File: config.mk
export PLATFORM = sky130hd
export DESIGN_NAME = uart_tx_port
export DESIGN_NICKNAME = d
export VERILOG_FILES = /design/src/source/uart_tx_port.sv
export SDC_FILE = /design/constraint.sdc
export NUM_CORES = 1
export LEC_CHECK = 0
export BUFFER_PORTS_ARGS = -buffer_cell sky130_fd_sc_hd__buf_2
export CORE_AREA = 2 2 39 41
export DETAILED_ROUTE_END_ITERATION = 8
export DIE_AREA = 0 0 41 43
export PLACE_DENSITY = 0.58
export SLEW_MARGIN = 20
export SYNTH_ARGS = -nofsm -noshare
export SYNTH_HDL_FRONTEND = slang
export SYNTH_SLANG_ARGS = --single-unit
export TNS_END_PERCENT = 100
File: constraint.sdc
create_clock -name clk -period 0.8 [get_ports clk]
set_input_delay 0.08 -clock clk [delete_from_list [all_inputs] [get_ports clk]]
set_output_delay 0.08 -clock clk [all_outputs]
set_load 0.01 [all_outputs]
File: src/source/uart_tx_port.sv
`timescale 1ns/1ps
`default_nettype none

module uart_tx_port (
  input  var logic       clk,
  input  var logic       rst_n,
  input  var logic       push,
  input  var logic [7:0] byte_in,
  input  var logic       uart_ready,
  output logic [7:0]     uart_data,
  output logic           uart_valid,
  output logic           full
);

  always_ff @(posedge clk or negedge rst_n) begin
    if (!rst_n) begin
      uart_valid <= 1'b0;
    end else if (push) begin
      uart_valid <= 1'b1;
    end else if (uart_ready) begin
      uart_valid <= 1'b0;              // byte taken by the serializer
    end
  end

  always_ff @(posedge clk) begin
    if (push) uart_data <= byte_in;
  end

  assign full = uart_valid;   // single entry

endmodule

`default_nettype wire

==> flow_summary.yaml, run 1 <==
outcome:
  status: "finished, violations left"
  violations: "negative setup slack"
floorplan:
  die_x_um: 41
  core_um2: 1384
  ioPinCount: 22
  die_h_um: 43
  num_rows: 14
  dieArea_um2: 1763
  initial_core_util: 0.2052
critical_path:
  reg2regPathDepth: 1
  cp_max_fo: 3
  critPathMaxStageDelay_ns: 0.38
  r2r-start: "full"
  worst_setup_path_end_kind: "output port"
  cp-startpoint: "full"
  start_kind: "flop"
  cp_num_cells: 1
  worstPathCellList: "buf_2"
  cp.arrival_ns: 0.78
  critPathSlowestCell: "dfrtp_1"
  worst-path-buf-inv: 1
  path_class: "flop to output port"
  cp.required_ns: 0.72
  crit_family: "flip-flops"
timing:
  worst_pin_slew_ns: 0.1968
  whs_ns: 0.08318
  hold_viol: 0
  slew_viol_final: 0
  fin_tns_setup_ns: -0.3349
  fin_skew_ns: 0
  fin_crit_sh: 1.077
  setup_slack_ns: -0.06177
  maxSlewHeadroom: 0.8688
  period_minus_slack_ns: 0.8618
  setup_viol: 10
  rsz0062_at_grt: "yes"
  max_freq_ghz: 1.160
routing:
  routed_via_density: 3.639
  ant_nets: 0
  first_pass_iters: 2
  vias: 222
  first_iter_violations: 2
  drcViolationCount: 0
  drt-total-wl_um: 553
  wl_per_cell_um: 9.066
placement:
  hpwl_um: 372.6
  dpl_cell_area_um2: 401.6
  pre_cts_slack_ns: 0.1321
  port_buffers: 21
  place_congestion: 0.5781
layout:
  area_growth_pct: 82.38
  final_nets: 58
  n_fill_cell: 127
  final_area_um2: 518.0
  ff_latch_area_um2: 265.3
  drive_above_1_share: 0.5333
  multiInputGateArea_um2: 7.507
  antenna_cells: 0
synth:
  synth_commonest_cells: "8 x edfxtp_1, 1 x a21o_1, 1 x buf_4, 1 x dfrtp_1, 1 x inv_1"
  synth-seq-cells: 9
  synth-edff-count: 8
  netlist_area_um2: 284.0
  synth_cells: 12
  yosysUniqueCellTypes: 5
  synthTopCellsByArea: "edfxtp_1 85%, dfrtp_1 8.8%, a21o_1 2.6%"
  synth_most_common_cell: "edfxtp_1"
  seq_area_frac_synth: 0.9339
  syn_nets: 24
  synth_top_cell_by_area: "edfxtp_1"
  ys_async_sr_fraction: 0.1111
  synthFlopType: "edfxtp_1"
  synth_warnings: 0
  syn_avg_cell_area_um2: 23.67
  synth_top_area_frac: 0.8458
global_routing:
  grt_max_degree: 10
  antenna_found_initial: 0
  grt_overflow: 0
  grt_first_pass_wirelength_um: 862
  grt_pass1_vias: 218
  track_usage: 0.08513
pwr:
  pwr-share-seq: 0.543
  p_clk_frac: 0.332
  p_per_area_nw_per_um2: 1989
  p_total_mw: 1.030
  p_leak_nw: 0.2340
  swShare: 0.2058
  power.share.combinational: 0.125
  p_int_mw: 0.8181
  p_sw_mw: 0.2120
  ir_drop_mv: 1.019
clocking:
  clk_pin_slew_ns: 0.06
  clock_sinks: 9
  clk-insertion-delay-late_ns: 0.25
  cts.path.max_buffers: 2
  cts_inserted_buffers: 3
  root_buffer: "clkbuf_4"
  cts_htree_levels: 1
  postCtsSetupRepairBufs: 0
  cts_tree: "yes"
worst_hold_path:
  holdCritPathClass: "input pin to flop"
  min-delay-start: "uart_ready"
  hold_path_depth: 3
run:
  cap_violations: 0
-- final timing paths --
check                              to  slack [ns]
hold / removal                   full        0.08
max in group asynchronous        full        0.60
hold reg to reg                  full        0.50
setup reg to reg                 full        0.13
min in group asynchronous        full        0.12
setup / recovery           uart_valid       -0.06
-- layout by cell type (no fill, tap or decap) --
cell type      synthesis  routed
a21o_1                 1       1
buf_2                  0      21
clkbuf_1               0       1
clkbuf_4               0       3
dfrtp_1                1       1
dlygate4sd3_1          0       9
edfxtp_1               8       8
inv_1                  1       1
-- what timing repair did --
action,in CTS,in global routing
endpoints found under the setup margin,10,10
gates resized for setup,0,0
hold buffers,9,0
endpoints found under the hold margin,9,0
-- cells by family (layout without fill, tap and decap cells) --
group / count (synthesis) / in the layout / synth area share
buffers and inverters: 2 / 35 / 0.03964
DFF: 9 / 9 / 0.9339
AOI/OAI and AO/OA: 1 / 1 / 0.02644
-- layer usage --
layer,wire [µm],vias to the layer above,global-route usage,share of wire
met3,64,0,0.07853,0.12
met1,244,96,0.09310,0.44
met5,0,-,0,0
met2,243,17,0.1000,0.44
li1,-,109,-,-
met4,0,0,0.06000,0
-- registers in the layout, summed over array words and instances, names as in the netlist --
name / count
full: 1
uart_data: 8
-- power by group through the flow --
stage	registers, mW	logic (mW)	clock network [mW]
6_report	0.560	0.129	0.342
5_1_grt	0.563	0.142	0.407
4_1_cts	0.561	0.130	0.359
3_5_place_dp	0.570	0.0972	0
3_3_place_gp	0.570	0.0952	0
2_1_floorplan	0.593	0.0102	0
-- final cells by class --
| type | instances | area share |
|---|---|---|
| tap | 16 | 0.03865 |
| timing repair buffer | 30 | 0.3768 |
| inverter | 1 | 0.007246 |
| multi-input combinational | 1 | 0.01449 |
| clock buffer | 4 | 0.05072 |
| sequential | 9 | 0.5121 |
-- through the flow --
stage                     utilization  cells
after floorplan                     -     12
after global placement         0.2902     48
after detailed placement       0.2902     48
after CTS                      0.3743     61
after global routing           0.3743     61
final                          0.3743     61
(Power assumes the default switching activity.)
==> run 2, diff against run 1 <==
==> constraint.sdc (replaced) <==
create_clock -name clk -period 0.9 [get_ports clk]
set_input_delay 0.09 -clock clk [delete_from_list [all_inputs] [get_ports clk]]
set_output_delay 0.09 -clock clk [all_outputs]
set_load 0.01 [all_outputs]
==> run 2 against run 1 <==
The run now ends clean. Sequential cell count unchanged. Sequential share of layout area decreased by 0.12 points. Critical path type unchanged. Final area increased by 0.24%. Register-to-register slack improved by 0.09 ns. Die area unchanged. Non-clock buffer count unchanged. Clock-buffer cell count decreased by 1. Via count increased by 0.90%. Clock skew unchanged. Worst hold slack improved by 0.0075 ns. Setup slack improved by 0.078 ns. Final cell count unchanged.
==> flow_summary.yaml, run 2 (synthesized netlist as in run 1, its figures left out) <==
layout:
  largest_reg_flops: 8
  area_growth_pct: 82.82
  final_common_cell: "buf_2"
  drive_above_1_share: 0.5556
  top_register: "uart_data"
  final_nets: 58
  antenna_cells: 0
  final_cell_mix: "21 x buf_2, 9 x dlygate4sd3_1, 8 x edfxtp_1, 3 x clkbuf_4"
critical_path:
  cp.required_ns: 0.81
  critPathSlowestCell: "dfrtp_1"
  cp.arrival_ns: 0.79
  r2r_slack_ns: 0.22
  r2r-start: "full"
  critPathMaxStageDelay_ns: 0.39
  cp_num_cells: 1
  r2r-end: "full"
  worst-path-buf-inv: 1
  cp-startpoint: "full"
  worst_setup_path_end_kind: "output port"
  crit_family: "flip-flops"
  setup.worst_path.end: "uart_valid"
  worstPathCellList: "buf_2"
  start_kind: "flop"
  cp_max_fo: 3
  reg2regPathDepth: 1
  path_class: "flop to output port"
timing:
  setup_viol: 0
  setup_slack_ns: 0.01637
  hold_viol: 0
  max_freq_ghz: 1.132
  slew_viol_final: 0
  rsz0062_at_grt: "yes"
  maxSlewHeadroom: 0.8743
  period_minus_slack_ns: 0.8836
  fin_crit_sh: 0.9818
  worst_pin_slew_ns: 0.1886
  fin_skew_ns: 0
placement:
  hpwl_um: 366.3
  place_congestion: 0.5791
  port_buffers: 21
  pre_cts_slack_ns: 0.2373
routing:
  wl_per_cell_um: 8.820
  drcViolationCount: 0
  drt-total-wl_um: 538
  first_pass_iters: 1
  routed_via_density: 3.672
  ant_nets: 0
  vias: 224
  first_iter_violations: 0
clocking:
  cts_inserted_buffers: 3
  cts_resized: 0
  cts_htree_levels: 1
  cts.path.max_buffers: 2
  clk_pin_slew_ns: 0.06
  cts_tree: "yes"
  clock_sinks: 9
  clk-insertion-delay-late_ns: 0.26
  postCtsSetupRepairBufs: 0
  root_buffer: "clkbuf_4"
global_routing:
  grt_first_pass_wirelength_um: 779
  antenna_found_initial: 0
  track_usage: 0.07252
  grt_pass1_vias: 220
  grt_max_degree: 10
  met3_usage: 0.06283
  gr-usage-met2: 0.1000
  grtUsageMet1: 0.07143
  grt_overflow: 0
  grt_busiest_layer: "met2"
run:
  cap_violations: 0
pwr:
  power.share.combinational: 0.124
  p_total_mw: 0.9124
  p_int_mw: 0.7203
  p_leak_nw: 0.2367
  p_sw_mw: 0.1921
  p_clk_frac: 0.330
  pwr-share-seq: 0.546
  p_per_area_nw_per_um2: 1757
  ir_drop_mv: 0.7231
  swShare: 0.2105
floorplan:
  dieArea_um2: 1763
  die_h_um: 43
  initial_core_util: 0.2052
  die_x_um: 41
  core_um2: 1384
  ioPinCount: 22
  num_rows: 14
worst_hold_path:
  holdCritPathClass: "input pin to flop"
outcome:
  status: "complete, no violations"
## run 2: cell types whose count changed in the layout (fill, tap and decap cells not counted)
cell      previous run  this run
clkinv_2             0         1
clkbuf_1             1         0
## run 2: cell type report
type,instances,area [µm²]
inverters,1,3.754
repair buffers,30,195.2
multi-input cells,1,7.507
clock inverters,1,5.005
clock buffers,3,22.52
flip-flops and latches,9,265.3
well taps,16,20.02
fillers,142,864.6
## run 2: worst min-delay path by stage
stage	startpoint	endpoint	slack, ns	cells past startpoint
2_1_floorplan	rst_n	full	-0.21	0
3_3_place_gp	rst_n	full	-0.13	1
3_5_place_dp	rst_n	full	-0.13	1
4_1_cts	byte_in[0]	uart_data[0]	0.0007	1
5_1_grt	uart_ready	full	0.1	3
6_report	uart_ready	full	0.09	3
## run 2: stage by stage
stage	util	hold WS [ns]	setup TNS (ns)	instances	instance area [µm²]
floorplan	-	-0.2056	0	12	284.0
global placement	0.2902	-0.1348	0	48	401.6
detailed placement	0.2902	-0.1344	0	48	401.6
CTS	0.3680	0.0007254	-0.01118	60	509.2
global route	0.3752	0.09830	-0.05247	61	519.2
finish	0.3752	0.09068	0	61	519.2
## run 2: power by group through the flow
stage	combinational [mW]	sequential [mW]	clock (mW)
final	0.113	0.498	0.301
after global routing	0.125	0.502	0.344
after CTS	0.111	0.499	0.325
after detailed placement	0.0850	0.507	0
after global placement	0.0846	0.507	0
after floorplan	0.00909	0.527	0
## run 2: layer usage
metal / vias up / part of all wire
met2: 17 / 0.48
li1: 109 / -
met1: 98 / 0.40
met3: 0 / 0.12
met4: 0 / 0
met5: - / 0
## run 2: timing repair
action | 4_1_cts | 5_1_grt
hold buffers | 8 | 1
hold endpoints to repair | 8 | 1
endpoints found under the setup margin | 2 | 4
