--- config.mk ---
export PLATFORM = sky130hd
export DESIGN_NAME = load_extend
export DESIGN_NICKNAME = d
export VERILOG_FILES = /design/src/source/mem_pkg.sv /design/src/source/load_extend.sv
export VERILOG_INCLUDE_DIRS = /design/src /design/src/include
export SDC_FILE = /design/constraint.sdc
export NUM_CORES = 1
export LEC_CHECK = 0
export BUFFER_PORTS_ARGS = -buffer_cell sky130_fd_sc_hd__buf_2
export CAP_MARGIN = 20
export CORE_MARGIN = 2
export CORE_UTILIZATION = 25
export DETAILED_ROUTE_END_ITERATION = 8
export REMOVE_ABC_BUFFERS = 1
export SYNTH_ARGS = -nofsm -noshare
export SYNTH_HDL_FRONTEND = slang
export SYNTH_SLANG_ARGS = --single-unit
--- constraint.sdc ---
create_clock -name vclk -period 1.8
set_clock_uncertainty 0.1 [all_clocks]
set_input_delay 0.18 -clock vclk [all_inputs]
set_output_delay 0.18 -clock vclk [all_outputs]
set_load 0.005 [all_outputs]
--- src/include/mem_map.svh ---
`ifndef MEM_MAP_SVH
`define MEM_MAP_SVH

// ~~~~~~~~~~~~~~~~~~~~~~~~~~~~~~~~~~~~~~~~~~~~~~~~~~~~~~~~~~~~
// data-side address map
// ~~~~~~~~~~~~~~~~~~~~~~~~~~~~~~~~~~~~~~~~~~~~~~~~~~~~~~~~~~~~

`define UART_TX_ADDR 32'h1000_0000
`define RAM_BASE     32'h0000_0000

`endif
--- src/source/mem_pkg.sv ---
`default_nettype none

package mem_pkg;

`include "mem_map.svh"

  localparam logic [31:0] UART_ADDR     = `UART_TX_ADDR;
  localparam logic [31:0] RAM_BASE_ADDR = `RAM_BASE;

  typedef enum logic [1:0] {
    MEM_BYTE = 2'b00,
    MEM_HALF = 2'b01,
    MEM_WORD = 2'b10,
    MEM_RSVD = 2'b11   // never legal
  } mem_width_e;

  typedef struct packed {
    logic        is_store;
    logic        is_unsigned;
    mem_width_e  width;
    logic [31:0] addr;
    logic [31:0] wdata;
  } mem_req_t;

  typedef struct packed {
    logic [31:0] rdata;
    logic        err;
  } mem_rsp_t;

  // one word seen as byte lanes or half lanes
  typedef union packed {
    logic [3:0][7:0]  b;
    logic [1:0][15:0] h;
  } lane_word_u;

  typedef struct packed {
    logic [29:0] index;   // word index, ram keeps the low bits
    logic [3:0]  be;
    logic [31:0] data;
  } ram_wr_t;

endpackage

`default_nettype wire

--- src/source/load_extend.sv ---
`timescale 1ns/1ps
`default_nettype none

module load_extend import mem_pkg::*; (
  input  var logic [31:0] word,
  input  var mem_width_e  width,
  input  var logic [1:0]  offset,
  input  var logic        is_unsigned,
  output logic [31:0]     data
);

  lane_word_u lw;
  logic [7:0]  b_sel;
  logic [15:0] h_sel;
  logic        b_sign;
  logic        h_sign;

  assign lw     = word;
  assign b_sel  = lw.b[offset];
  assign h_sel  = lw.h[offset[1]];
  assign b_sign = ~is_unsigned & b_sel[7];     // zero when unsigned
  assign h_sign = ~is_unsigned & h_sel[15];

  always_comb begin
    case (width)
      MEM_BYTE: data = {{24{b_sign}}, b_sel};
      MEM_HALF: data = {{16{h_sign}}, h_sel};
      default:  data = word;                   // word passes through
    endcase
  end

endmodule

`default_nettype wire

==> results of run 1 <==
[critical path, stage by stage]
cell,delay [ns]
buf_2,0.11
buf_4,0.16
nor2b_1,0.15
buf_4,0.17
a22o_1,0.19
a221o_1,0.29
buf_2,0.13
[per-layer routing]
layer,GRT usage,vias up
li1,-,508
met1,0.227,468
met2,0.294,56
met4,0.00997,0
met3,0.0136,0
met5,0,-
[layout make-up]
cell class         count  share of cell area
repair buffers        78               0.377
inverters              1             0.00343
multi-input cells     83               0.584
well taps             31              0.0354
[power by group through the flow]
stage               combinational (mW)  clock (mW)  sequential [mW]
floorplan                        0.148           0                0
global placement                 0.310           0                0
detailed placement               0.315           0                0
CTS                              0.317           0                0
global route                     0.347           0                0
finish                           0.314           0                0
[metrics by stage]
step           worst slack, ns   util
2_1_floorplan            0.122      -
3_3_place_gp             0.151  0.400
3_5_place_dp             0.142  0.400
4_1_cts                  0.139  0.400
5_1_grt                 0.0768  0.400
6_report                 0.137  0.400
[how the worst max path moves through the flow]
stage	from	endpoint	cells past startpoint
floorplan	is_unsigned	data[10]	3
global placement	offset[1]	data[15]	5
detailed placement	offset[1]	data[14]	7
CTS	offset[1]	data[12]	7
global route	offset[1]	data[10]	7
finish	offset[1]	data[12]	7
[kinds of logic (layout without fill, tap and decap cells)]
group | count (synthesis) | after routing | share of synthesized area
simple gates | 31 | 31 | 0.205
compound gates | 41 | 41 | 0.517
mux | 11 | 11 | 0.180
buf+inv | 10 | 79 | 0.0987
[synth_stat cells, drive strengths merged]
| cell | number | area [um2] |
|---|---|---|
| buf | 6 | 53.8 |
| nor3b | 2 | 26.3 |
| a22o | 8 | 70.1 |
| mux4 | 1 | 22.5 |
| nand2 | 25 | 96.4 |
| a221o | 8 | 80.1 |
| clkbuf | 3 | 12.5 |
| o221a | 8 | 90.1 |
| a21oi | 1 | 8.76 |
| mux2i | 9 | 90.1 |
| nor2b | 1 | 6.26 |
| or2 | 1 | 6.26 |
| nor2 | 1 | 3.75 |
| mux2 | 1 | 15.0 |
| o21ai | 16 | 118 |
| nand2b | 1 | 6.26 |
| inv | 1 | 3.75 |
==> impl_results.md, run 1 <==
- Arrival time of the worst setup path: 1.38 ns
- Total routed wirelength: 2750 um
- Syn avg cell area: about 7.6 um2
- Sequential Area: 0 um2
- Final period utilization: 0.924
- Gpl congestion: 0.789
- Pre-antenna DRT Iters: 4
- CP required: 1.52 ns
- Final Hold Slack: around 0.55 ns
- Final std cells w/o fill: around 190
- Crit path kind: in -> out
- Initial antenna violation count: 0
- Worst-margin pin slew: 0.404 ns
- Routed wl met2: 1280 um
- PD cells: between 200 and 300 nW/um2
- CP max FO: 8
- Startpoint types: primary input
- GRT Total Usage: 0.165
- Design Area, Final: between 1000 and 1500 um2
- Most frequent cells in the layout: 69 x buf_2, 24 x nand2_1, 10 x o21ai_2
- Gate count after technology mapping: 93
- Minimum clock period: 1.66 ns
- Die area: roughly 3300 um2
- Met3 WL post-DR: 241 um
- Met1 Wirelength: 1220 um
- Drt wl/cell: 14.2 um
- Sequential cell count: 0
- RSZ-0062 raised after global routing: false
- DR vias: 1032
- Distinct cells, synth: 23
- Max Fclk: 601 MHz
- Die width: 57.3 um
- Lkg Pwr: 0.574 nW
- DR top layer: met3
- Yosys warns: 0
- Post-detail-place hpwl: 2190 um
- Final Hold Viols: 0
- Outcome: complete, no violations
- Worst Setup End Kind: output pin
- Slew HR: 0.730
- Initial core utilization: 0.259
- DRC: 0
- I/O pins: between 60 and 70
- Share of total power in combinational logic: 1.000
- Clk pwr share: 0
- Diodes inserted: 0
- HP Start: word[21]
- Placement Cell Area: 1090 um2
- Reg power frac: 0
- Layout cells sized above 1: 0.630
- Internal Pwr Total: around 0.16 mW
- Placed insts: slightly below 200
- Iter 0 DRT Violations: 40
- Mapped Area: 709 um2
- Most common cell after layout, fill and taps aside: buf_2
- VDD IR max: 179 uV
- Total power: 0.314 mW
- Core outline area: 2730 um2
- Post-CTS Resized: 0
- Worst Hold Class: in -> out
- Core Rows: 19
- Fin nets: approximately 200
- WHS Path Cells: 4
- Largest net degree at the start of global routing: 21
- Psw: 0.152 mW
- Hold_buf cts: 0
- # Post-CTS Setup Buffers: 0
- First-pass GRT wire length: 4490 um
- Number of global-route vias before repair: 979
- Final setup viols: 0
- Syn-to-layout area delta: 54.3%
- Routed Antenna Nets: 0
- Layout fillers: slightly above 300
- Sw frac: 0.485
- Area of the multi-input gates: 639 um2
- Max Slew Vio Count: 0
- Chip Height: 57.3 um
- TNS Setup: 0 ns
- DR vias/cell: between 5 and 6
- Clock buffer count in the final layout: 0
- Hold endpoint: data[21]
- Global route overflow: 0
- Max-cap violations: 0
- Port Buffers: 69
- Sequential area share after synthesis: 0
Power figures use the tool's default switching activity.
==> run 2, diff against run 1 <==
- CORE_MARGIN: 2 -> unset
- PLACE_DENSITY_LB_ADDON: unset -> 0.1
==> impl_results.md, run 2 (same netlist as run 1, synthesis figures left out) <==
- Final Core Density: 0.420 (+0.0196)
- Total routed wirelength: 2640 um (-3.7%)
- GRT Total Usage: 0.172 (+0.00733)
- Final setup viols: 0 (unchanged)
- Drt wl/cell: 13.9 um (-2.2%)
- TNS Setup: 0 ns (unchanged)
- Initial core utilization: 0.276 (+0.0168)
- Outcome: complete, no violations
- Largest net degree at the start of global routing: 17 (-19%)
- Worst Setup End Kind: output pin
- Max-cap violations: 0 (unchanged)
- Pre-antenna DRT Iters: 4 (unchanged)
- Sequential cell count: 0 (unchanged)
- Fin nets: 199 (-1.0%)
- Startpoint types: primary input
- Clock buffer count in the final layout: 0 (unchanged)
- Routed Antenna Nets: 0 (unchanged)
- Iter 0 DRT Violations: 28 (-30%)
- Die width: 55.3 um (-3.5%)
- PD cells: 286 nW/um2 (-0.38%)
- Chip Height: 55.3 um (-3.5%)
- Most common cell after layout, fill and taps aside: buf_2
- Worst Hold Class: in -> out
- Post-CTS Resized: 0 (unchanged)
- Diodes inserted: 0 (unchanged)
- Placed insts: 190 (-1.6%)
- VDD IR max: 138 uV (-23%)
- DRC: 0 (unchanged)
- # Post-CTS Setup Buffers: 0 (unchanged)
- Hold endpoint: data[22]
- WHS Path Cells: 4 (unchanged)
- Port Buffers: 69 (unchanged)
- RSZ-0062 raised after global routing: false
- I/O pins: 69 (unchanged)
- Hold_buf cts: 0 (unchanged)
- Core outline area: 2570 um2 (-6.1%)
- Final std cells w/o fill: 190 (-1.6%)
- Gpl congestion: 0.778 (-1.3%)
- Layout fillers: 306 (+0.33%)
- Layout cells sized above 1: 0.625 (-0.00463)
- Post-detail-place hpwl: 2130 um (-3.0%)
- Worst-margin pin slew: 0.382 ns (-0.0228 ns)
- Minimum clock period: 1.70 ns (+0.0376 ns)
- Final Hold Viols: 0 (unchanged)
- CP required: 1.52 ns (about the same)
- Global route overflow: 0 (unchanged)
- Crit path kind: in -> out
- DR vias/cell: 5.15 (-3.7%)
- First-pass GRT wire length: 4490 um (unchanged)
- Slew HR: 0.745 (+0.0152)
- HP Start: word[22]
- Max Fclk: 588 MHz (-2.2%)
- CP max FO: 9 (+1)
- Most frequent cells in the layout: 69 x buf_2, 24 x nand2_1, 10 x o21ai_2
- Lkg Pwr: 0.565 nW (-1.5%)
- Core Rows: 18 (-1)
- Max Slew Vio Count: 0 (unchanged)
- Initial antenna violation count: 0 (unchanged)
- Final period utilization: 0.945 (+0.0209)
- Syn-to-layout area delta: 52.0%
- Arrival time of the worst setup path: 1.42 ns (+0.04 ns)
- Die area: 3050 um2 (-6.9%)
- DR vias: 978 (-5.2%)
- Sequential Area: 0 um2 (unchanged)
- Number of global-route vias before repair: 946 (-3.4%)
- Area of the multi-input gates: 639 um2 (unchanged)
run 2: metrics by stage:
step	area (um2)	power [mW]	hold WS, ns	setup slack, ns
after floorplan	643	0.148	0.351	0.122
after global placement	1080	0.308	0.545	0.133
after detailed placement	1080	0.312	0.548	0.0826
after CTS	1080	0.314	0.548	0.0829
after global routing	1080	0.341	0.575	0.0459
final	1080	0.308	0.545	0.0998
run 2: worst max-delay path: stages:
cell and delay (ns):
buf_2 0.12, buf_4 0.17, nor2b_1 0.14, buf_4 0.16, a22o_1 0.21, a221o_1 0.31, buf_2 0.13
run 2: metal layers:
metal	track usage	up-vias	share of wire
met3	0.0258	0	0.071
met2	0.298	45	0.47
met1	0.240	433	0.46
met4	0	0	0
li1	-	500	-
met5	0	-	0
run 2: worst max-delay path by stage:
stage                      from        to  slack [ns]  cells past startpoint
finish                offset[1]  data[13]         0.1                      7
global route          offset[1]  data[13]        0.05                      7
CTS                   offset[1]  data[13]        0.08                      7
detailed placement    offset[1]  data[13]        0.08                      7
global placement      offset[1]  data[12]        0.13                      7
floorplan           is_unsigned  data[10]        0.12                      3
run 2: final cells by class:
cell class	count	area share
multi-input combinational	83	0.593
timing repair buffer	76	0.369
tap	30	0.0348
inverter	1	0.00348
run 2: power by group:
group	switching, mW	internal, mW	total (mW)
Sequential	0	0	0
Combinational	0.149	0.159	0.308
Clock	0	0	0
