$ cat config.mk
export PLATFORM = sky130hd
export DESIGN_NAME = store_align
export DESIGN_NICKNAME = d
export VERILOG_FILES = /design/src/source/mem_pkg.sv /design/src/source/store_align.sv
export VERILOG_INCLUDE_DIRS = /design/src /design/src/include
export SDC_FILE = /design/constraint.sdc
export NUM_CORES = 1
export LEC_CHECK = 0
export BUFFER_PORTS_ARGS = -buffer_cell sky130_fd_sc_hd__buf_2
export CAP_MARGIN = 0
export CORE_UTILIZATION = 28
export DETAILED_ROUTE_END_ITERATION = 8
export GPL_ROUTABILITY_DRIVEN = 0
export PLACE_DENSITY = 0.79
export SLEW_MARGIN = 20
export SYNTH_ARGS = -nofsm -noshare
export SYNTH_HDL_FRONTEND = slang
export SYNTH_SLANG_ARGS = --single-unit
$ cat constraint.sdc
create_clock -name vclk -period 0.8
set_input_delay 0.16 -clock vclk [all_inputs]
set_output_delay 0.16 -clock vclk [all_outputs]
set_load 0.05 [all_outputs]
$ cat src/include/mem_map.svh
`ifndef MEM_MAP_SVH
`define MEM_MAP_SVH

// ~~~~~~~~~~~~~~~~~~~~~~~~~~~~~~~~~~~~~~~~~~~~~~~~~~~~~~~~~~~~
// data-side address map
// ~~~~~~~~~~~~~~~~~~~~~~~~~~~~~~~~~~~~~~~~~~~~~~~~~~~~~~~~~~~~

`define UART_TX_ADDR 32'h1000_0000
`define RAM_BASE     32'h0000_0000

`endif
$ cat src/source/mem_pkg.sv
`default_nettype none

package mem_pkg;

`include "mem_map.svh"

  localparam logic [31:0] UART_ADDR     = `UART_TX_ADDR;
  localparam logic [31:0] RAM_BASE_ADDR = `RAM_BASE;

  typedef enum logic [1:0] {
    MEM_BYTE = 2'b00,
    MEM_HALF = 2'b01,
    MEM_WORD = 2'b10,
    MEM_RSVD = 2'b11   // never legal
  } mem_width_e;

  typedef struct packed {
    logic        is_store;
    logic        is_unsigned;
    mem_width_e  width;
    logic [31:0] addr;
    logic [31:0] wdata;
  } mem_req_t;

  typedef struct packed {
    logic [31:0] rdata;
    logic        err;
  } mem_rsp_t;

  // one word seen as byte lanes or half lanes
  typedef union packed {
    logic [3:0][7:0]  b;
    logic [1:0][15:0] h;
  } lane_word_u;

  typedef struct packed {
    logic [29:0] index;   // word index, ram keeps the low bits
    logic [3:0]  be;
    logic [31:0] data;
  } ram_wr_t;

endpackage

`default_nettype wire

$ cat src/source/store_align.sv
`timescale 1ns/1ps
`default_nettype none

module store_align import mem_pkg::*; (
  input  var mem_width_e  width,
  input  var logic [1:0]  offset,
  input  var logic [31:0] wdata,
  output logic [3:0]      be,
  output logic [31:0]     wdata_shifted
);

  lane_word_u lw;

  // data is copied into every lane, the enables pick the ones written
  always_comb begin
    lw = '0;
    be = 4'b0000;
    case (width)
      MEM_BYTE: begin
        lw.b = {4{wdata[7:0]}};
        be   = 4'b0001 << offset;
      end
      MEM_HALF: begin
        lw.h = {2{wdata[15:0]}};
        be   = 4'b0011 << {offset[1], 1'b0};   // lower or upper half
      end
      MEM_WORD: begin
        lw = wdata;
        be = 4'b1111;
      end
      default: begin
        lw = '0;
        be = 4'b0000;
      end
    endcase
  end

  assign wdata_shifted = lw;

endmodule

`default_nettype wire

==> summary.txt, run 1 <==
Logic synthesis
  – Mapped Cells: 85
  – Sequential element share of the synthesized area: 0
  – Yosys warning count: 0
  – Synthesized Nets: between 100 and 150
  – Cell Area, Synth: 484.2 um2
  – Avg Synthesized Cell Area: between 5 and 6 um2
  – Netlist cell types: 18

Run status
  – Status: aborted with a tool error
  – First error: [ERROR DPL-0038] Utilization greater than 100%, impossible to legalize
  – Stop stage: clock tree synthesis

Clocking
  – Postcts setup bufs: 3
  – Post-CTS sizing: 158
  – Hold_buf cts: 0

Die
  – IO Count: 72
  – Std-Cell Rows: 14
  – DIE WIDTH: 43.59 um
  – Initial Util: 0.3106
  – Die Y-Extent: approximately 44 um

Placement
  – DP HPWL: roughly 2.0 mm
  – PortBufs: 72
cells in the mapped netlist (all sizes together):
cell	n	area [um2]
o21a	1	7.510
mux2i	1	10.01
o21ai	17	85.08
nor2b	9	56.30
clkbuf	2	8.750
nand2b	1	6.260
inv	1	3.750
and2	8	50.05
a21oi	20	100.1
and2b	1	7.510
buf	5	47.54
nor2	2	7.510
a21o	8	60.06
nand2	9	33.78
cells by family after synthesis:
family / count (synthesis) / synth area share
buffers and inverters: 8 / 0.1240
AND/OR/NAND/NOR: 30 / 0.3333
AO/OA/AOI/OAI: 46 / 0.5220
multiplexers: 1 / 0.02067
metrics by stage:
| step | TNS [ns] | hold slack [ns] | cells | setup slack [ns] | cell area [um2] |
|---|---|---|---|---|---|
| after floorplan | -4.797 | 0.4923 | 85 | -0.2028 | 829.5 |
| after global placement | -15.34 | 0.7346 | 189 | -0.4899 | 1295 |
| after detailed placement | -16.69 | 0.7393 | 189 | -0.5530 | 1295 |
==> inputs of run 2 (changes only) <==
--- a/config.mk
+++ b/config.mk
@@ -8,10 +8,11 @@
 export LEC_CHECK = 0
 export BUFFER_PORTS_ARGS = -buffer_cell sky130_fd_sc_hd__buf_2
 export CAP_MARGIN = 0
-export CORE_UTILIZATION = 28
+export CORE_AREA = 2 2 63 65
 export DETAILED_ROUTE_END_ITERATION = 8
+export DIE_AREA = 0 0 65 67
 export GPL_ROUTABILITY_DRIVEN = 0
-export PLACE_DENSITY = 0.79
+export PLACE_DENSITY_LB_ADDON = 0.15
 export SLEW_MARGIN = 20
 export SYNTH_ARGS = -nofsm -noshare
 export SYNTH_HDL_FRONTEND = slang
==> constraint.sdc (replaced) <==
create_clock -name vclk -period 1.05
set_input_delay 0.21 -clock vclk [all_inputs]
set_output_delay 0.21 -clock vclk [all_outputs]
set_load 0.05 [all_outputs]
==> run 2 against run 1 <==
The flow now finishes, with violations (setup timing). Synthesized cell count is the same. Synthesized area stayed put.
==> summary.txt, run 2 <==
Run status
  – Status: finished, violations left
  – Failing checks: setup timing

Logic synthesis
  – Avg Synthesized Cell Area: 5.697 um2 (unchanged)
  – Cell Area, Synth: 484.2 um2 (unchanged)
  – Yosys warning count: 0 (unchanged)
  – Sequential element share of the synthesized area: 0 (unchanged)
  – Post-synth top cells: 20 x a21oi_1, 11 x o21ai_0, 9 x nand2_1, 9 x nor2b_1
  – Post-synth top area share: 0.2067 (unchanged)
  – Count leader, synth: a21oi_1
  – Area contributors post-synth: a21oi_1 21%, a21o_1 12%, nor2b_1 12%, o21ai_0 11%, and2_1 10%
  – Synthesized Nets: 121 (unchanged)
  – Mapped Cells: 85 (unchanged)
  – Netlist cell types: 18 (unchanged)
  – Synth area leader: a21oi_1

Finish
  – FFs & Latches: 0
  – Commonest non-fill, non-tap cells in the layout: 34 x buf_2, 28 x buf_6, 15 x o21ai_4, 15 x buf_8, 12 x a21oi_4
  – # clk buffers: 0
  – FF+latch area: 0 um2
  – Layout area overhead: 311.9%
  – Share of cells above drive strength 1: 0.9763
  – Net count reported at finish: between 200 and 250
  – Most common cell after layout, fill and taps aside: buf_2
  – N_diodes: 0

Global route
  – First-pass GRT wire length: 4.533 mm
  – Grt ovf: 0
  – Global Route Usage Sum: 0.1311
  – Initial antenna violation count: 0
  – Largest net degree at the start of global routing: 11
  – Vias in the first global route: 964

Setup path
  – Worst EP arrival: 1.00 ns
  – WS Path Type: in2out
  – Worst setup path startpoint: width[1]
  – Worst setup EP type: output port
  – CP Max Fanout: 5
  – CP required: ~0.84 ns
  – Critical Path Start Type: input pin

Detailed routing
  – Drt first-iter violations: 14
  – Via density: between 4 and 5
  – DRT Pass-1 Iters: 2
  – Drt total wl: a little under 3 mm
  – WL/cell: approximately 13 um
  – Vias: just under 1000
  – DRC errors left: 0
  – DRT antenna net count: 0

Die
  – IO Count: 72 (unchanged)
  – DIE WIDTH: 65 um (+49%)
  – Die Y-Extent: 67 um (+54%)
  – Floorplan Core Area: 3606 um2
  – Initial Util: 0.1343 (-0.1763)
  – Std-Cell Rows: 22 (+8)
  – Die area: 4355 um2

Power
  – Gate power share: 1.000
  – Pwr dens: ~680 nW/um2
  – Switching Share: 0.5683
  – VDD IR max: ~290 uV
  – Sw power: between 700 and 800 uW
  – Overall Power: ~1400 uW
  – Leak: between 0.0008 and 0.0009 uW
  – Register share of total power: 0
  – Clk pwr share: 0
  – Cell Int Power: between 500 and 600 uW

Timing
  – Headroom to the max-slew limit: 0.8021
  – Worst slew pin tran: approximately 0.30 ns
  – Final hold violation count: 0
  – # setup viols final: 28
  – Final WS setup: -0.1599 ns
  – Max Fclk: between 800 and 900 MHz
  – WHS: 0.7426 ns
  – Slew Limit Fails: 0
  – Final Cycle Share: 1.152
  – RSZ-0062 raised after global routing: yes
  – Final min period: between 1 and 1.5 ns

Min path
  – Hold Crit Class: in2out
  – Worst hold stages: 3
  – Worst hold path startpoint: wdata[23]
  – Worst hold path endpoint: wdata_shifted[23]

Placement
  – PortBufs: 72 (unchanged)
  – DP HPWL: 2.103 mm (+3.0%)

Clocking
  – Hold_buf cts: 0 (unchanged)

Job
  – Max cap viols: 0
run 2: cell type report:
class / count / area [um2]
timing repair buffer: 91 / 905.9
inverter: 1 / 3.754
fill: 316 / 1612
multi-input combinational: 77 / 1025
tap: 48 / 60.06
run 2: repair_timing:
| item | in CTS | in global routing |
|---|---|---|
| gates resized for setup | 159 | 27 |
| setup endpoints to repair | 36 | 35 |
| pin swaps | 7 | 5 |
| setup buffers | 1 | 0 |
| gates cloned | 2 | 0 |
run 2: worst max-delay path by stage:
stage / to / slack [ns] / cells past startpoint
2_1_floorplan: wdata_shifted[28] / -0.07 / 4
3_3_place_gp: wdata_shifted[28] / -0.35 / 6
3_5_place_dp: wdata_shifted[16] / -0.36 / 5
4_1_cts: wdata_shifted[29] / -0.16 / 6
5_1_grt: wdata_shifted[30] / -0.20 / 6
6_report: wdata_shifted[30] / -0.16 / 6
run 2: layer usage:
metal,vias up,part of all wire,global-route usage
met2,40,0.57,0.2706
met3,0,0.055,0.008446
li1,471,-,-
met5,-,0,0
met4,0,0,0
met1,451,0.38,0.1542
run 2: cells by family after synthesis:
| group | after synthesis | share of synthesized area |
|---|---|---|
| AO/OA/AOI/OAI | 46 | 0.5220 |
| buffers and inverters | 8 | 0.1240 |
| multiplexers | 1 | 0.02067 |
| AND/OR/NAND/NOR | 30 | 0.3333 |
run 2: through the flow:
step | TNS [ns] | cells | setup slack (ns) | util | area, um2
after global routing | -4.629 | 217 | -0.2004 | 0.5531 | 1994
after floorplan | -0.7092 | 85 | -0.06865 | - | 764.5
after CTS | -3.854 | 217 | -0.1641 | 0.5239 | 1889
final | -3.803 | 217 | -0.1599 | 0.5531 | 1994
after detailed placement | -10.78 | 214 | -0.3635 | 0.3397 | 1225
after global placement | -9.960 | 214 | -0.3460 | 0.3397 | 1225
run 2: worst max-delay path: stages:
cell and delay, ns:
buf_12 0.12, buf_12 0.13, nor2b_4 0.19, a21oi_4 0.06
o21ai_4 0.12, buf_6 0.17
run 2: power groups by stage:
stage / Sequential [uW] / Combinational, uW / Clock [uW]
6_report: 0 / 1360 / 0
5_1_grt: 0 / 1420 / 0
2_1_floorplan: 0 / 710 / 0
3_5_place_dp: 0 / 937 / 0
3_3_place_gp: 0 / 927 / 0
4_1_cts: 0 / 1300 / 0
(Power assumes the default switching activity.)
==> inputs of run 3 (changes only) <==
==> constraint.sdc (replaced) <==
create_clock -name vclk -period 1.4
set_input_delay 0.28 -clock vclk [all_inputs]
set_output_delay 0.28 -clock vclk [all_outputs]
set_load 0.05 [all_outputs]
==> run 3 against run 2 <==
The run now ends clean. Sequential cell count did not move. Critical path depth did not move. Global-route usage fell by 2.9 points. Total power fell by 46%. Cell area fell by 36%. Largest cell class is now non-clock buffers. Highest routed layer unchanged.
==> summary.txt, run 3 (synthesis gave the netlist of run 2 again) <==
Run status
  – Status: complete, no violations

Setup path
  – Worst setup EP type: output port
  – Largest stage delay on the critical path: 0.19 ns (about the same)
  – Critical Path Start Type: input pin
  – CP Cell Sequence: buf_4, buf_4, nand2b_4, a21oi_1, a21oi_1, buf_4
  – CP required: 1.12 ns (+0.28 ns)
  – Worst EP arrival: 1.11 ns (+0.11 ns)
  – Critical path's slowest cell: buf_4
  – CP Max Fanout: 6 (+1)
  – WS Path Type: in2out
  – Most common cell on crit path: buf_4

Detailed routing
  – DRT antenna net count: 0 (unchanged)
  – WL/cell: 11.65 um (-13%)
  – Via density: 4.184 (-5.6%)
  – Routed wire length on met2: 1.245 mm (-24%)
  – Drt first-iter violations: 20 (+6)
  – DRC errors left: 0 (unchanged)
  – DRT met1 WL: 1.022 mm (-6.8%)
  – Met3 routed WL: 200 um (+27%)
  – Highest Signal Layer: met3
  – DRT Pass-1 Iters: 4 (+2)
  – Drt total wl: 2.469 mm (-15%)
  – Vias: 887 (-7.8%)

Min path
  – Hold Crit Class: in2out
  – Worst hold path startpoint: wdata[16]
  – Worst hold stages: 3 (unchanged)
  – Worst hold path endpoint: wdata_shifted[16]

Finish
  – # clk buffers: 0 (unchanged)
  – FFs & Latches: 0 (unchanged)
  – Post-route cell area: 1276 um2 (-36%)
  – Fin cells: 212 (-2.3%)
  – Most common cell after layout, fill and taps aside: buf_2
  – N_diodes: 0 (unchanged)
  – Layout area overhead: 163.6%
  – FF+latch area: 0 um2 (unchanged)
  – Net count reported at finish: 202 (-2.4%)
  – Share of cells above drive strength 1: 0.7073 (-0.2690)
  – Commonest non-fill, non-tap cells in the layout: 42 x buf_2, 23 x buf_4, 18 x buf_6, 17 x a21oi_1, 16 x o21ai_2

Clocking
  – Postcts setup bufs: 0 (-1)

Power
  – VDD IR max: 162.9 uV (-45%)
  – Pwr dens: 577.9 nW/um2 (-15%)
  – Leak: 0.0006804 uW (-19%)
  – Overall Power: 737.6 uW (-46%)

Timing
  – Final hold violation count: 0 (unchanged)
  – RSZ-0062 raised after global routing: yes
  – Final Cycle Share: 0.9909
  – Setup tns final: 0 ns (+3.803 ns)
  – Slew Limit Fails: 0 (unchanged)
  – # setup viols final: 0 (-100%)
  – Max Fclk: roughly 720 MHz
  – Final min period: 1.387 ns
  – Worst slew pin tran: 0.2628 ns (-0.03407 ns)
  – Headroom to the max-slew limit: 0.8260 (+0.02392)

Job
  – Max cap viols: 0 (unchanged)

Die
  – Initial Util: 0.1343 (unchanged)
  – Die area: 4355 um2 (unchanged)
  – Floorplan Core Area: 3606 um2 (unchanged)
  – DIE WIDTH: 65 um (unchanged)
  – IO Count: 72 (unchanged)
  – Std-Cell Rows: 22 (unchanged)
  – Die Y-Extent: 67 um (unchanged)

Global route
  – Vias in the first global route: 836 (-13%)
  – Initial antenna violation count: 0 (unchanged)
  – Global Route Usage Sum: 0.1023 (-0.02877)
  – Grt ovf: 0 (unchanged)
  – Largest net degree at the start of global routing: 15 (+4)
  – First-pass GRT wire length: 3.643 mm (-20%)

Placement
  – PortBufs: 72 (unchanged)
  – DP Area: 1027 um2 (-16%)
  – Placed insts: 211 (-1.4%)
  – DP HPWL: 1.998 mm (-5.0%)
-- run 3: cell types whose count changed in the layout (fill, tap and decap cells not counted), moves of 10 or more --
cell     delta
a21oi_1    +16
buf_4      +15
buf_8      -15
o21ai_4    -15
o21ai_2    +14
a21oi_4    -11
buf_6      -10
-- run 3: timing repair --
action / in CTS / in global routing
gates cloned: 0 / 1
gates resized for setup: 46 / 29
hold buffers: 0 / 0
endpoints found under the setup margin: 36 / 28
pin swaps: 0 / 1
-- run 3: how the worst max path moves through the flow --
stage / start / depth (start not counted) / to / slack (ns)
floorplan: width[1] / 4 / wdata_shifted[30] / -0.21
finish: width[0] / 6 / be[2] / 0.01
CTS: width[0] / 5 / be[3] / -0.003
global placement: width[1] / 6 / wdata_shifted[11] / -0.14
detailed placement: width[1] / 6 / wdata_shifted[11] / -0.17
global route: width[0] / 6 / wdata_shifted[14] / -0.03
-- run 3: area by class of cell --
cell class                      count  area [um2]
Fill cell                         402        2330
Timing Repair Buffer               86       650.6
Multi-Input combinational cell     77       561.8
Inverter                            1       3.754
Tap cell                           48       60.06
-- run 3: where the power goes --
part	switching [uW]	internal (uW)	leakage [uW]
sequential	0	0	0
clock	0	0	0
combinational	464	273	0.000680
-- run 3: metal layers --
| layer | GRT usage | vias up |
|---|---|---|
| met3 | 0.008446 | 0 |
| met4 | 0 | 0 |
| met5 | 0 | - |
| met1 | 0.1191 | 385 |
| met2 | 0.2113 | 40 |
| li1 | - | 462 |
-- run 3: critical path, delay by kind of cell --
family,cells,cell delay [ns]
buffers and inverters,3,0.49
and+or+nand+nor,1,0.15
AOI/OAI and AO/OA,2,0.19
-- run 3: metrics by stage --
step | setup WS, ns | hold slack [ns] | util
floorplan | -0.2139 | 0.7981 | -
global placement | -0.1355 | 0.9755 | 0.2849
detailed placement | -0.1706 | 0.9727 | 0.2849
CTS | -0.002793 | 0.9164 | 0.3223
global route | -0.02654 | 0.9315 | 0.3539
finish | 0.01273 | 0.9144 | 0.3539
