`config.mk`:
```
export PLATFORM = sky130hd
export DESIGN_NAME = lsu_ctl
export DESIGN_NICKNAME = d
export VERILOG_FILES = /design/src/source/mem_pkg.sv /design/src/source/lsu_ctl.sv
export VERILOG_INCLUDE_DIRS = /design/src /design/src/include
export SDC_FILE = /design/constraint.sdc
export NUM_CORES = 1
export LEC_CHECK = 0
export BUFFER_PORTS_ARGS = -buffer_cell sky130_fd_sc_hd__buf_4
export CAP_MARGIN = 30
export CORE_MARGIN = 10
export CORE_UTILIZATION = 25
export CTS_CLUSTER_SIZE = 30
export DETAILED_ROUTE_END_ITERATION = 10
export PLACE_DENSITY = 0.6
export SYNTH_ARGS = -nofsm -noshare
export SYNTH_HDL_FRONTEND = slang
export SYNTH_SLANG_ARGS = --single-unit
```
`constraint.sdc`:
```
create_clock -name clk -period 5.9 [get_ports clk]
set_input_delay 1.18 -clock clk [delete_from_list [all_inputs] [get_ports clk]]
set_output_delay 1.18 -clock clk [all_outputs]
set_load 0.02 [all_outputs]
```
`src/include/mem_map.svh`:
```
`ifndef MEM_MAP_SVH
`define MEM_MAP_SVH

// ~~~~~~~~~~~~~~~~~~~~~~~~~~~~~~~~~~~~~~~~~~~~~~~~~~~~~~~~~~~~
// data-side address map
// ~~~~~~~~~~~~~~~~~~~~~~~~~~~~~~~~~~~~~~~~~~~~~~~~~~~~~~~~~~~~

`define UART_TX_ADDR 32'h1000_0000
`define RAM_BASE     32'h0000_0000

`endif
```
`src/source/mem_pkg.sv`:
```
`default_nettype none

package mem_pkg;

`include "mem_map.svh"

  localparam logic [31:0] UART_ADDR     = `UART_TX_ADDR;
  localparam logic [31:0] RAM_BASE_ADDR = `RAM_BASE;

  typedef enum logic [1:0] {
    MEM_BYTE = 2'b00,
    MEM_HALF = 2'b01,
    MEM_WORD = 2'b10,
    MEM_RSVD = 2'b11   // never legal
  } mem_width_e;

  typedef struct packed {
    logic        is_store;
    logic        is_unsigned;
    mem_width_e  width;
    logic [31:0] addr;
    logic [31:0] wdata;
  } mem_req_t;

  typedef struct packed {
    logic [31:0] rdata;
    logic        err;
  } mem_rsp_t;

  // one word seen as byte lanes or half lanes
  typedef union packed {
    logic [3:0][7:0]  b;
    logic [1:0][15:0] h;
  } lane_word_u;

  typedef struct packed {
    logic [29:0] index;   // word index, ram keeps the low bits
    logic [3:0]  be;
    logic [31:0] data;
  } ram_wr_t;

endpackage

`default_nettype wire

```
`src/source/lsu_ctl.sv`:
```
`timescale 1ns/1ps
`default_nettype none

module lsu_ctl import mem_pkg::*; #(
  parameter int RAM_WORDS = 1024,
  localparam int AW = $clog2(RAM_WORDS)
) (
  input  var logic        clk,
  input  var logic        rst_n,
  input  var mem_req_t    req,
  input  var logic        req_valid,
  output logic            req_ready,
  output mem_rsp_t        rsp,
  output logic            rsp_valid,
  input  var logic        rsp_ready,
  output logic [1:0]      offset,
  input  var logic [3:0]  be,
  input  var logic [31:0] wdata_shifted,
  output ram_wr_t         ram_wr,
  output logic [AW-1:0]   rd_index,
  input  var logic [31:0] load_data,
  output mem_width_e      ld_width,
  output logic            ld_unsigned,
  output logic            tx_push,
  output logic [7:0]      tx_byte,
  input  var logic        tx_full
);

  // ~~~~~~~~~~~~~~~~~~~~~~~~~~~~~~~~~~~~~~~~~~~~~~~~~~~~~~~~~~~~
  // address classification
  // ~~~~~~~~~~~~~~~~~~~~~~~~~~~~~~~~~~~~~~~~~~~~~~~~~~~~~~~~~~~~

  logic [31:0] ram_off;
  logic        in_ram;
  logic        is_uart;
  logic        aligned;
  logic        legal;

  assign ram_off = req.addr - RAM_BASE_ADDR;
  assign in_ram  = (ram_off[31:AW+2] == '0);
  assign is_uart = (req.addr == UART_ADDR);

  always_comb begin
    case (req.width)
      MEM_BYTE: aligned = 1'b1;
      MEM_HALF: aligned = ~req.addr[0];
      MEM_WORD: aligned = (req.addr[1:0] == 2'b00);
      default:  aligned = 1'b0;          // reserved code
    endcase
  end

  assign legal = aligned & (in_ram | is_uart);

  // ~~~~~~~~~~~~~~~~~~~~~~~~~~~~~~~~~~~~~~~~~~~~~~~~~~~~~~~~~~~~
  // handshake
  // ~~~~~~~~~~~~~~~~~~~~~~~~~~~~~~~~~~~~~~~~~~~~~~~~~~~~~~~~~~~~

  logic ld_pend;    // load accepted, ram word arrives this cycle
  logic accept;
  logic ld_accept;
  logic tx_block;

  assign tx_block  = is_uart & req.is_store & tx_full;
  assign req_ready = ~ld_pend & (~rsp_valid | rsp_ready) & ~tx_block;
  assign accept    = req_valid & req_ready;
  assign ld_accept = accept & ~req.is_store;

  // load context captured at acceptance
  logic [1:0] ld_off_q;
  logic       ld_err_q;
  logic       ld_uart_q;
  logic       ld_stat_q;

  always_ff @(posedge clk) begin
    if (ld_accept) begin
      ld_width    <= req.width;
      ld_unsigned <= req.is_unsigned;
      ld_off_q    <= req.addr[1:0];
      ld_err_q    <= ~legal;
      ld_uart_q   <= is_uart;
      ld_stat_q   <= tx_full;          // buffer state seen by this load
    end
  end

  // offset follows the live request except while a load is waiting on ram
  assign offset = ld_pend ? ld_off_q : req.addr[1:0];

  always_ff @(posedge clk or negedge rst_n) begin
    if (!rst_n) begin
      ld_pend   <= 1'b0;
      rsp_valid <= 1'b0;
    end else begin
      ld_pend <= ld_accept;
      if (ld_pend) begin
        rsp_valid <= 1'b1;
      end else if (rsp_ready) begin
        rsp_valid <= 1'b0;
      end
    end
  end

  mem_rsp_t rsp_next;

  always_comb begin
    if (ld_err_q) begin
      rsp_next = '{rdata: 32'd0, err: 1'b1};
    end else if (ld_uart_q) begin
      rsp_next = '{rdata: {31'd0, ld_stat_q}, err: 1'b0};
    end else begin
      rsp_next = '{rdata: load_data, err: 1'b0};
    end
  end

  always_ff @(posedge clk) begin
    if (ld_pend) rsp <= rsp_next;      // held until the next load completes
  end

  // ~~~~~~~~~~~~~~~~~~~~~~~~~~~~~~~~~~~~~~~~~~~~~~~~~~~~~~~~~~~~
  // ram and uart side
  // ~~~~~~~~~~~~~~~~~~~~~~~~~~~~~~~~~~~~~~~~~~~~~~~~~~~~~~~~~~~~

  always_comb begin
    ram_wr.index = ram_off[31:2];
    ram_wr.be    = (accept & req.is_store & legal & in_ram) ? be : 4'b0000;
    ram_wr.data  = wdata_shifted;
  end

  assign rd_index = ram_off[AW+1:2];

  assign tx_push = accept & req.is_store & is_uart & legal;
  assign tx_byte = req.wdata[7:0];

endmodule

`default_nettype wire

```
==> flow_metrics.env, run 1 <==
export IMPL_ys_types=29
export IMPL_fin_nets=423
export IMPL_clock_skew_ns=0.004909
export IMPL_dp_cells=404
export IMPL_vias=1622
export IMPL_root_buffer="clkbuf_8"
export IMPL_grt_overflow_total=0
export IMPL_grt_max_degree=37
export IMPL_grt_pass1_vias=1825
export IMPL_antenna_cells=0
export IMPL_first_iter_violations=51
export IMPL_status="complete, no violations"
export IMPL_maxSlewHeadroom_pct=52.55
export IMPL_finalPower_mw=0.6645
export IMPL_io_pins=266
export IMPL_end_kind="output pin"
export IMPL_synth_cells=195
export IMPL_p_per_area_nw_per_um2=205.4
export IMPL_viasPerCell=3.937
export IMPL_synth_ff_type="edfxtp_1"
export IMPL_ir_drop_mv=0.08047
export IMPL_yosysTopAreaCell="edfxtp_1"
export IMPL_wl_per_cell_um=19.99
export IMPL_ant_nets=0
export IMPL_insertion_delay_ns=0.29
export IMPL_startpoint_type="primary input"
export IMPL_netlist_area_um2=2381
export IMPL_yosysTopAreaCellShare_pct=51.71
export IMPL_antenna_found_initial=0
export IMPL_ys_warn_count=0
export IMPL_slew_viol_final=0
export IMPL_hold_buffers=0
export IMPL_final_cells=412
export IMPL_finalHoldViolCount=0
export IMPL_die_area_um2=13830
export IMPL_hpwl_um=7204
export IMPL_wirelength_um=8236
export IMPL_synthTopCellsByArea="edfxtp_1, buf_4, and2_1, dfrtp_1, nor4_2"
export IMPL_syn_area_per_cell_um2=12.21
export IMPL_min_period_ns=3.792
export IMPL_fillers=912
export IMPL_post_route_util_pct=35.00
export IMPL_drt_first_pass_iters=3
export IMPL_synth_edf_count=41
export IMPL_async_reset_ff_share_pct=4.651
export IMPL_start_util_pct=25.77
export IMPL_placed_area_um2=3154
export IMPL_cts_max_level=2
export IMPL_clkSinkCount=43
export IMPL_numCtsBuffers=5
export IMPL_layout_setup_ws_ns=2.108
export IMPL_p_leak_nw=1.452
export IMPL_grt_pass1_wl_um=11930
export IMPL_cts_tree="yes"
export IMPL_setup_viol_count_final=0
export IMPL_grt_usage_pct=11.11
export IMPL_cts_resized=0
export IMPL_crit_fanout=5
export IMPL_ctsLongestPathBuffers=2
export IMPL_cts_clk_slew_worst_paths_ns=0.07
export IMPL_postSynthNetCount=336
export IMPL_period_share_pct=64.27
export IMPL_max_freq_ghz=0.2637
export IMPL_stdcell_area_um2=3234
export IMPL_tns_ns=0
export IMPL_synth_most_common_cell="buf_4"
export IMPL_crit_type="primary input to output pin"
export IMPL_port_buffers=161
export IMPL_worstPathArrival_ns=2.61
export IMPL_rsz0062_at_grt="no"
export IMPL_rows=35
export IMPL_fin_hold_ws_ns=0.4901
export IMPL_drc=0
export IMPL_worst_slew_pin_slew_ns=0.7092
export IMPL_drive_gt1_share_pct=62.90
export IMPL_synth_seq_cells=43
export IMPL_synth_seq_area_share_pct=53.81
export IMPL_netlist_top_cells_count="buf_4, edfxtp_1, and2_1"
export IMPL_fp_dieW_um=117.6
export IMPL_maxCapViolCount=0
export IMPL_post_cts_buffers=0
export IMPL_syn2layout_area_growth_pct=35.84
export IMPL_crit_required_ns=4.72
export IMPL_die_y_um=117.6
export IMPL_hold_class="flip-flop to flip-flop"
export IMPL_core_region_area_um2=9240
export IMPL_place_ws_ns=2.076
export IMPL_gp_congestion=0.6941
worst max-delay path, cell delays in order:
cell and delay [ns]:
buf_4 0.12, nor4_2 0.30, nand3_2 0.19, nor4b_4 0.44, and4bb_1 0.24, buf_4 0.14
final timing paths:
path                       slack, ns         to  cells after the start  startpoint
max                             2.11    tx_push                      6     req[58]
min                             0.49     rsp[0]                      0    ld_err_q
max reg2reg                     4.26  ld_uart_q                      2   rsp_valid
min reg2reg                     0.49     rsp[0]                      0    ld_err_q
max in group asynchronous       5.15  rsp_valid                      1       rst_n
min in group asynchronous       0.67    ld_pend                      1       rst_n
kinds of logic after synthesis:
group,share of synthesized area (%)
compound gates,1.472
flops,53.81
simple gates,17.34
buf+inv,26.01
mux,1.366
power by group:
| part | leakage (nW) | internal (mW) | switching, mW |
|---|---|---|---|
| clock | 0.0403 | 0.0807 | 0.0914 |
| combinational | 0.995 | 0.0706 | 0.0713 |
| sequential | 0.417 | 0.347 | 0.00385 |
per-layer routing:
metal	vias up	global-route usage [%]	wire, µm
met3	5	7.914	1257
li1	754	-	-
met4	0	2.318	64
met1	717	9.695	2572
met5	-	0	0
met2	146	20.21	4342
sequential cells by signal, summed over array words and instances (netlist names):
signal       cells
ld_err_q         1
ld_unsigned      1
ld_stat_q        1
ld_uart_q        1
ld_width         2
rsp             33
ld_pend          1
ld_off_q         2
rsp_valid        1
placed cells by master (no fill, tap or decap):
cell type / n
buf_4: 163
edfxtp_1: 41
and2_1: 31
nor2_1: 6
clkbuf_8: 5
and3_1: 4
nor4_2: 3
nor3_1: 2
nand2_1: 2
inv_1: 2
mux2_2: 2
clkinv_1: 2
dfrtp_1: 2
o21a_1: 1
o22ai_1: 1
nor4b_1: 1
nor4_1: 1
nand4_1: 1
nand2_2: 1
nor3_2: 1
nor4_4: 1
nand3_2: 1
nand3_1: 1
a211o_1: 1
nor4b_4: 1
nor2b_1: 1
a21o_1: 1
a21oi_1: 1
and4bb_1: 1
mux2i_1: 1
clkbuf_1: 1
area by class of cell:
type	instances	area, µm²	area share, %
flip-flops and latches	43	1281	39.61
repair buffers	163	1224	37.83
multi-input cells	67	480.5	14.85
well taps	129	161.4	4.990
clock buffers	6	72.57	2.244
clock inverters	2	7.507	0.2321
inverters	2	7.507	0.2321
No activity file was read; power rests on OpenSTA's default activity.
==> run 2, diff against run 1 <==
--- a/config.mk
+++ b/config.mk
@@ -12,7 +12,7 @@
 export CORE_UTILIZATION = 25
 export CTS_CLUSTER_SIZE = 30
 export DETAILED_ROUTE_END_ITERATION = 10
-export PLACE_DENSITY = 0.6
+export PLACE_DENSITY = 0.63
 export SYNTH_ARGS = -nofsm -noshare
 export SYNTH_HDL_FRONTEND = slang
 export SYNTH_SLANG_ARGS = --single-unit
==> constraint.sdc (replaced) <==
create_clock -name clk -period 3.3 [get_ports clk]
set_input_delay 0.66 -clock clk [delete_from_list [all_inputs] [get_ports clk]]
set_output_delay 0.66 -clock clk [all_outputs]
set_load 0.02 [all_outputs]
==> flow_metrics.env, run 2 (synthesis gave the netlist of run 1 again) <==
export IMPL_status="complete, no violations"
export IMPL_drc=0
export IMPL_tns_ns=0
export IMPL_fp_dieW_um=117.6
export IMPL_ctsLongestPathBuffers=2
export IMPL_crit_fanout=5
export IMPL_hold_class="primary input to asynchronous set/reset pin"
export IMPL_cts_tree="yes"
export IMPL_antenna_found_initial=0
export IMPL_start_util_pct=25.77
export IMPL_maxSlewHeadroom_pct=56.03
export IMPL_setup_worst_path_start="req[50]"
export IMPL_insertion_delay_ns=0.29
export IMPL_layout_common_cells="buf_4, edfxtp_1, and2_1"
export IMPL_rows=35
export IMPL_cts_max_level=2
export IMPL_cts_resized=0
export IMPL_fin_nets=423
export IMPL_io_pins=266
export IMPL_rsz0062_at_grt="no"
export IMPL_die_y_um=117.6
export IMPL_intPower_mw=1.048
export IMPL_slew_viol_final=0
export IMPL_p_leak_nw=1.478
export IMPL_largest_register="rsp"
export IMPL_viasPerCell=3.976
export IMPL_wl_per_cell_um=19.26
export IMPL_drt_first_pass_iters=4
export IMPL_numCtsBuffers=5
export IMPL_worstPathArrival_ns=2.00
export IMPL_finalHoldViolCount=0
export IMPL_wirelength_um=7935
export IMPL_worst_slew_pin_slew_ns=0.6572
export IMPL_grt_pass1_wl_um=11370
export IMPL_post_cts_buffers=0
export IMPL_p_per_area_nw_per_um2=413.6
export IMPL_port_buffers=161
export IMPL_min_period_ns=2.661
export IMPL_top_regs="rsp: 33 flops, ld_off_q: 2 flops, ld_width: 2 flops"
export IMPL_startpoint_type="primary input"
export IMPL_setup_viol_count_final=0
export IMPL_pwr_share_comb_pct=18.8
export IMPL_seq_power_share_pct=46.1
export IMPL_hold_buffers=0
export IMPL_clock_skew_ns=0.009128
export IMPL_core_region_area_um2=9240
export IMPL_end_kind="output pin"
export IMPL_cts_clk_slew_worst_paths_ns=0.07
export IMPL_pwr_share_clk_pct=35.1
export IMPL_place_ws_ns=0.5556
export IMPL_max_freq_ghz=0.3758
export IMPL_layout_setup_ws_ns=0.6391
export IMPL_antenna_cells=0
export IMPL_ant_nets=0
export IMPL_layout_commonest_cell="buf_4"
export IMPL_grt_max_degree=37
export IMPL_die_area_um2=13830
export IMPL_largest_register_ffs=33
export IMPL_ir_drop_mv=0.2649
export IMPL_vias=1638
export IMPL_first_iter_violations=77
export IMPL_gp_congestion=0.6808
export IMPL_hpwl_um=6820
export IMPL_maxCapViolCount=0
export IMPL_syn2layout_area_growth_pct=38.05
export IMPL_drive_gt1_share_pct=63.60
export IMPL_grt_overflow_total=0
export IMPL_crit_required_ns=2.64
export IMPL_root_buffer="clkbuf_8"
export IMPL_period_share_pct=80.63
export IMPL_netSwitchingFraction_pct=22.88
export IMPL_grt_usage_pct=10.47
export IMPL_clkSinkCount=43
export IMPL_switching_power_mw=0.3110
export IMPL_r2r_start="rsp_valid"
export IMPL_crit_type="primary input to output pin"
export IMPL_grt_pass1_vias=1794
run 2: worst paths after layout:
| path | end | slack [ns] | cells past startpoint |
|---|---|---|---|
| setup / recovery | tx_push | 0.64 | 6 |
| hold / removal | ld_pend | 0.14 | 1 |
| setup reg to reg | ld_off_q[0] | 1.69 | 2 |
| hold reg to reg | rsp[0] | 0.49 | 0 |
| max in group asynchronous | rsp_valid | 3.07 | 1 |
| min in group clk | rsp[0] | 0.49 | 0 |
run 2: cell type report:
type	count	area (µm²)
clock inverters	2	60.06
flip-flops and latches	43	1281
well taps	129	161.4
inverters	2	7.507
multi-input cells	67	480.5
repair buffers	163	1224
clock buffers	6	72.57
fillers	903	5953
run 2: per-layer routing:
metal / up-vias / part of all wire, % / global-route usage [%]
li1: 754 / - / -
met4: 0 / 2.9 / 4.637
met5: - / 0 / 0
met3: 28 / 12 / 5.420
met1: 739 / 34 / 9.561
met2: 117 / 51 / 18.92
run 2: power groups by stage:
stage / clock [mW] / combinational (mW) / sequential, mW
final: 0.478 / 0.255 / 0.626
after detailed placement: 0 / 0.260 / 0.639
after floorplan: 0 / 0.168 / 0.669
after CTS: 0.489 / 0.261 / 0.627
after global placement: 0 / 0.257 / 0.638
after global routing: 0.510 / 0.272 / 0.629
run 2: through the flow:
stage          hold WS [ns]  util (%)  power [mW]  cell area [µm²]  std cells
2_1_floorplan        0.3644         -      0.8370             2381        195
3_3_place_gp         0.4437     34.14      0.8955             3154        404
3_5_place_dp         0.4464     34.14      0.8989             3154        404
4_1_cts              0.1350     35.57       1.376             3287        412
5_1_grt              0.1319     35.57       1.410             3287        412
6_report             0.1442     35.57       1.360             3287        412
run 2: critical path, cell delays in order:
cell and delay [ns]:
buf_4 0.12, nor4_2 0.32, nand2_2 0.15, nor4b_4 0.37
and4bb_1 0.23, buf_4 0.14
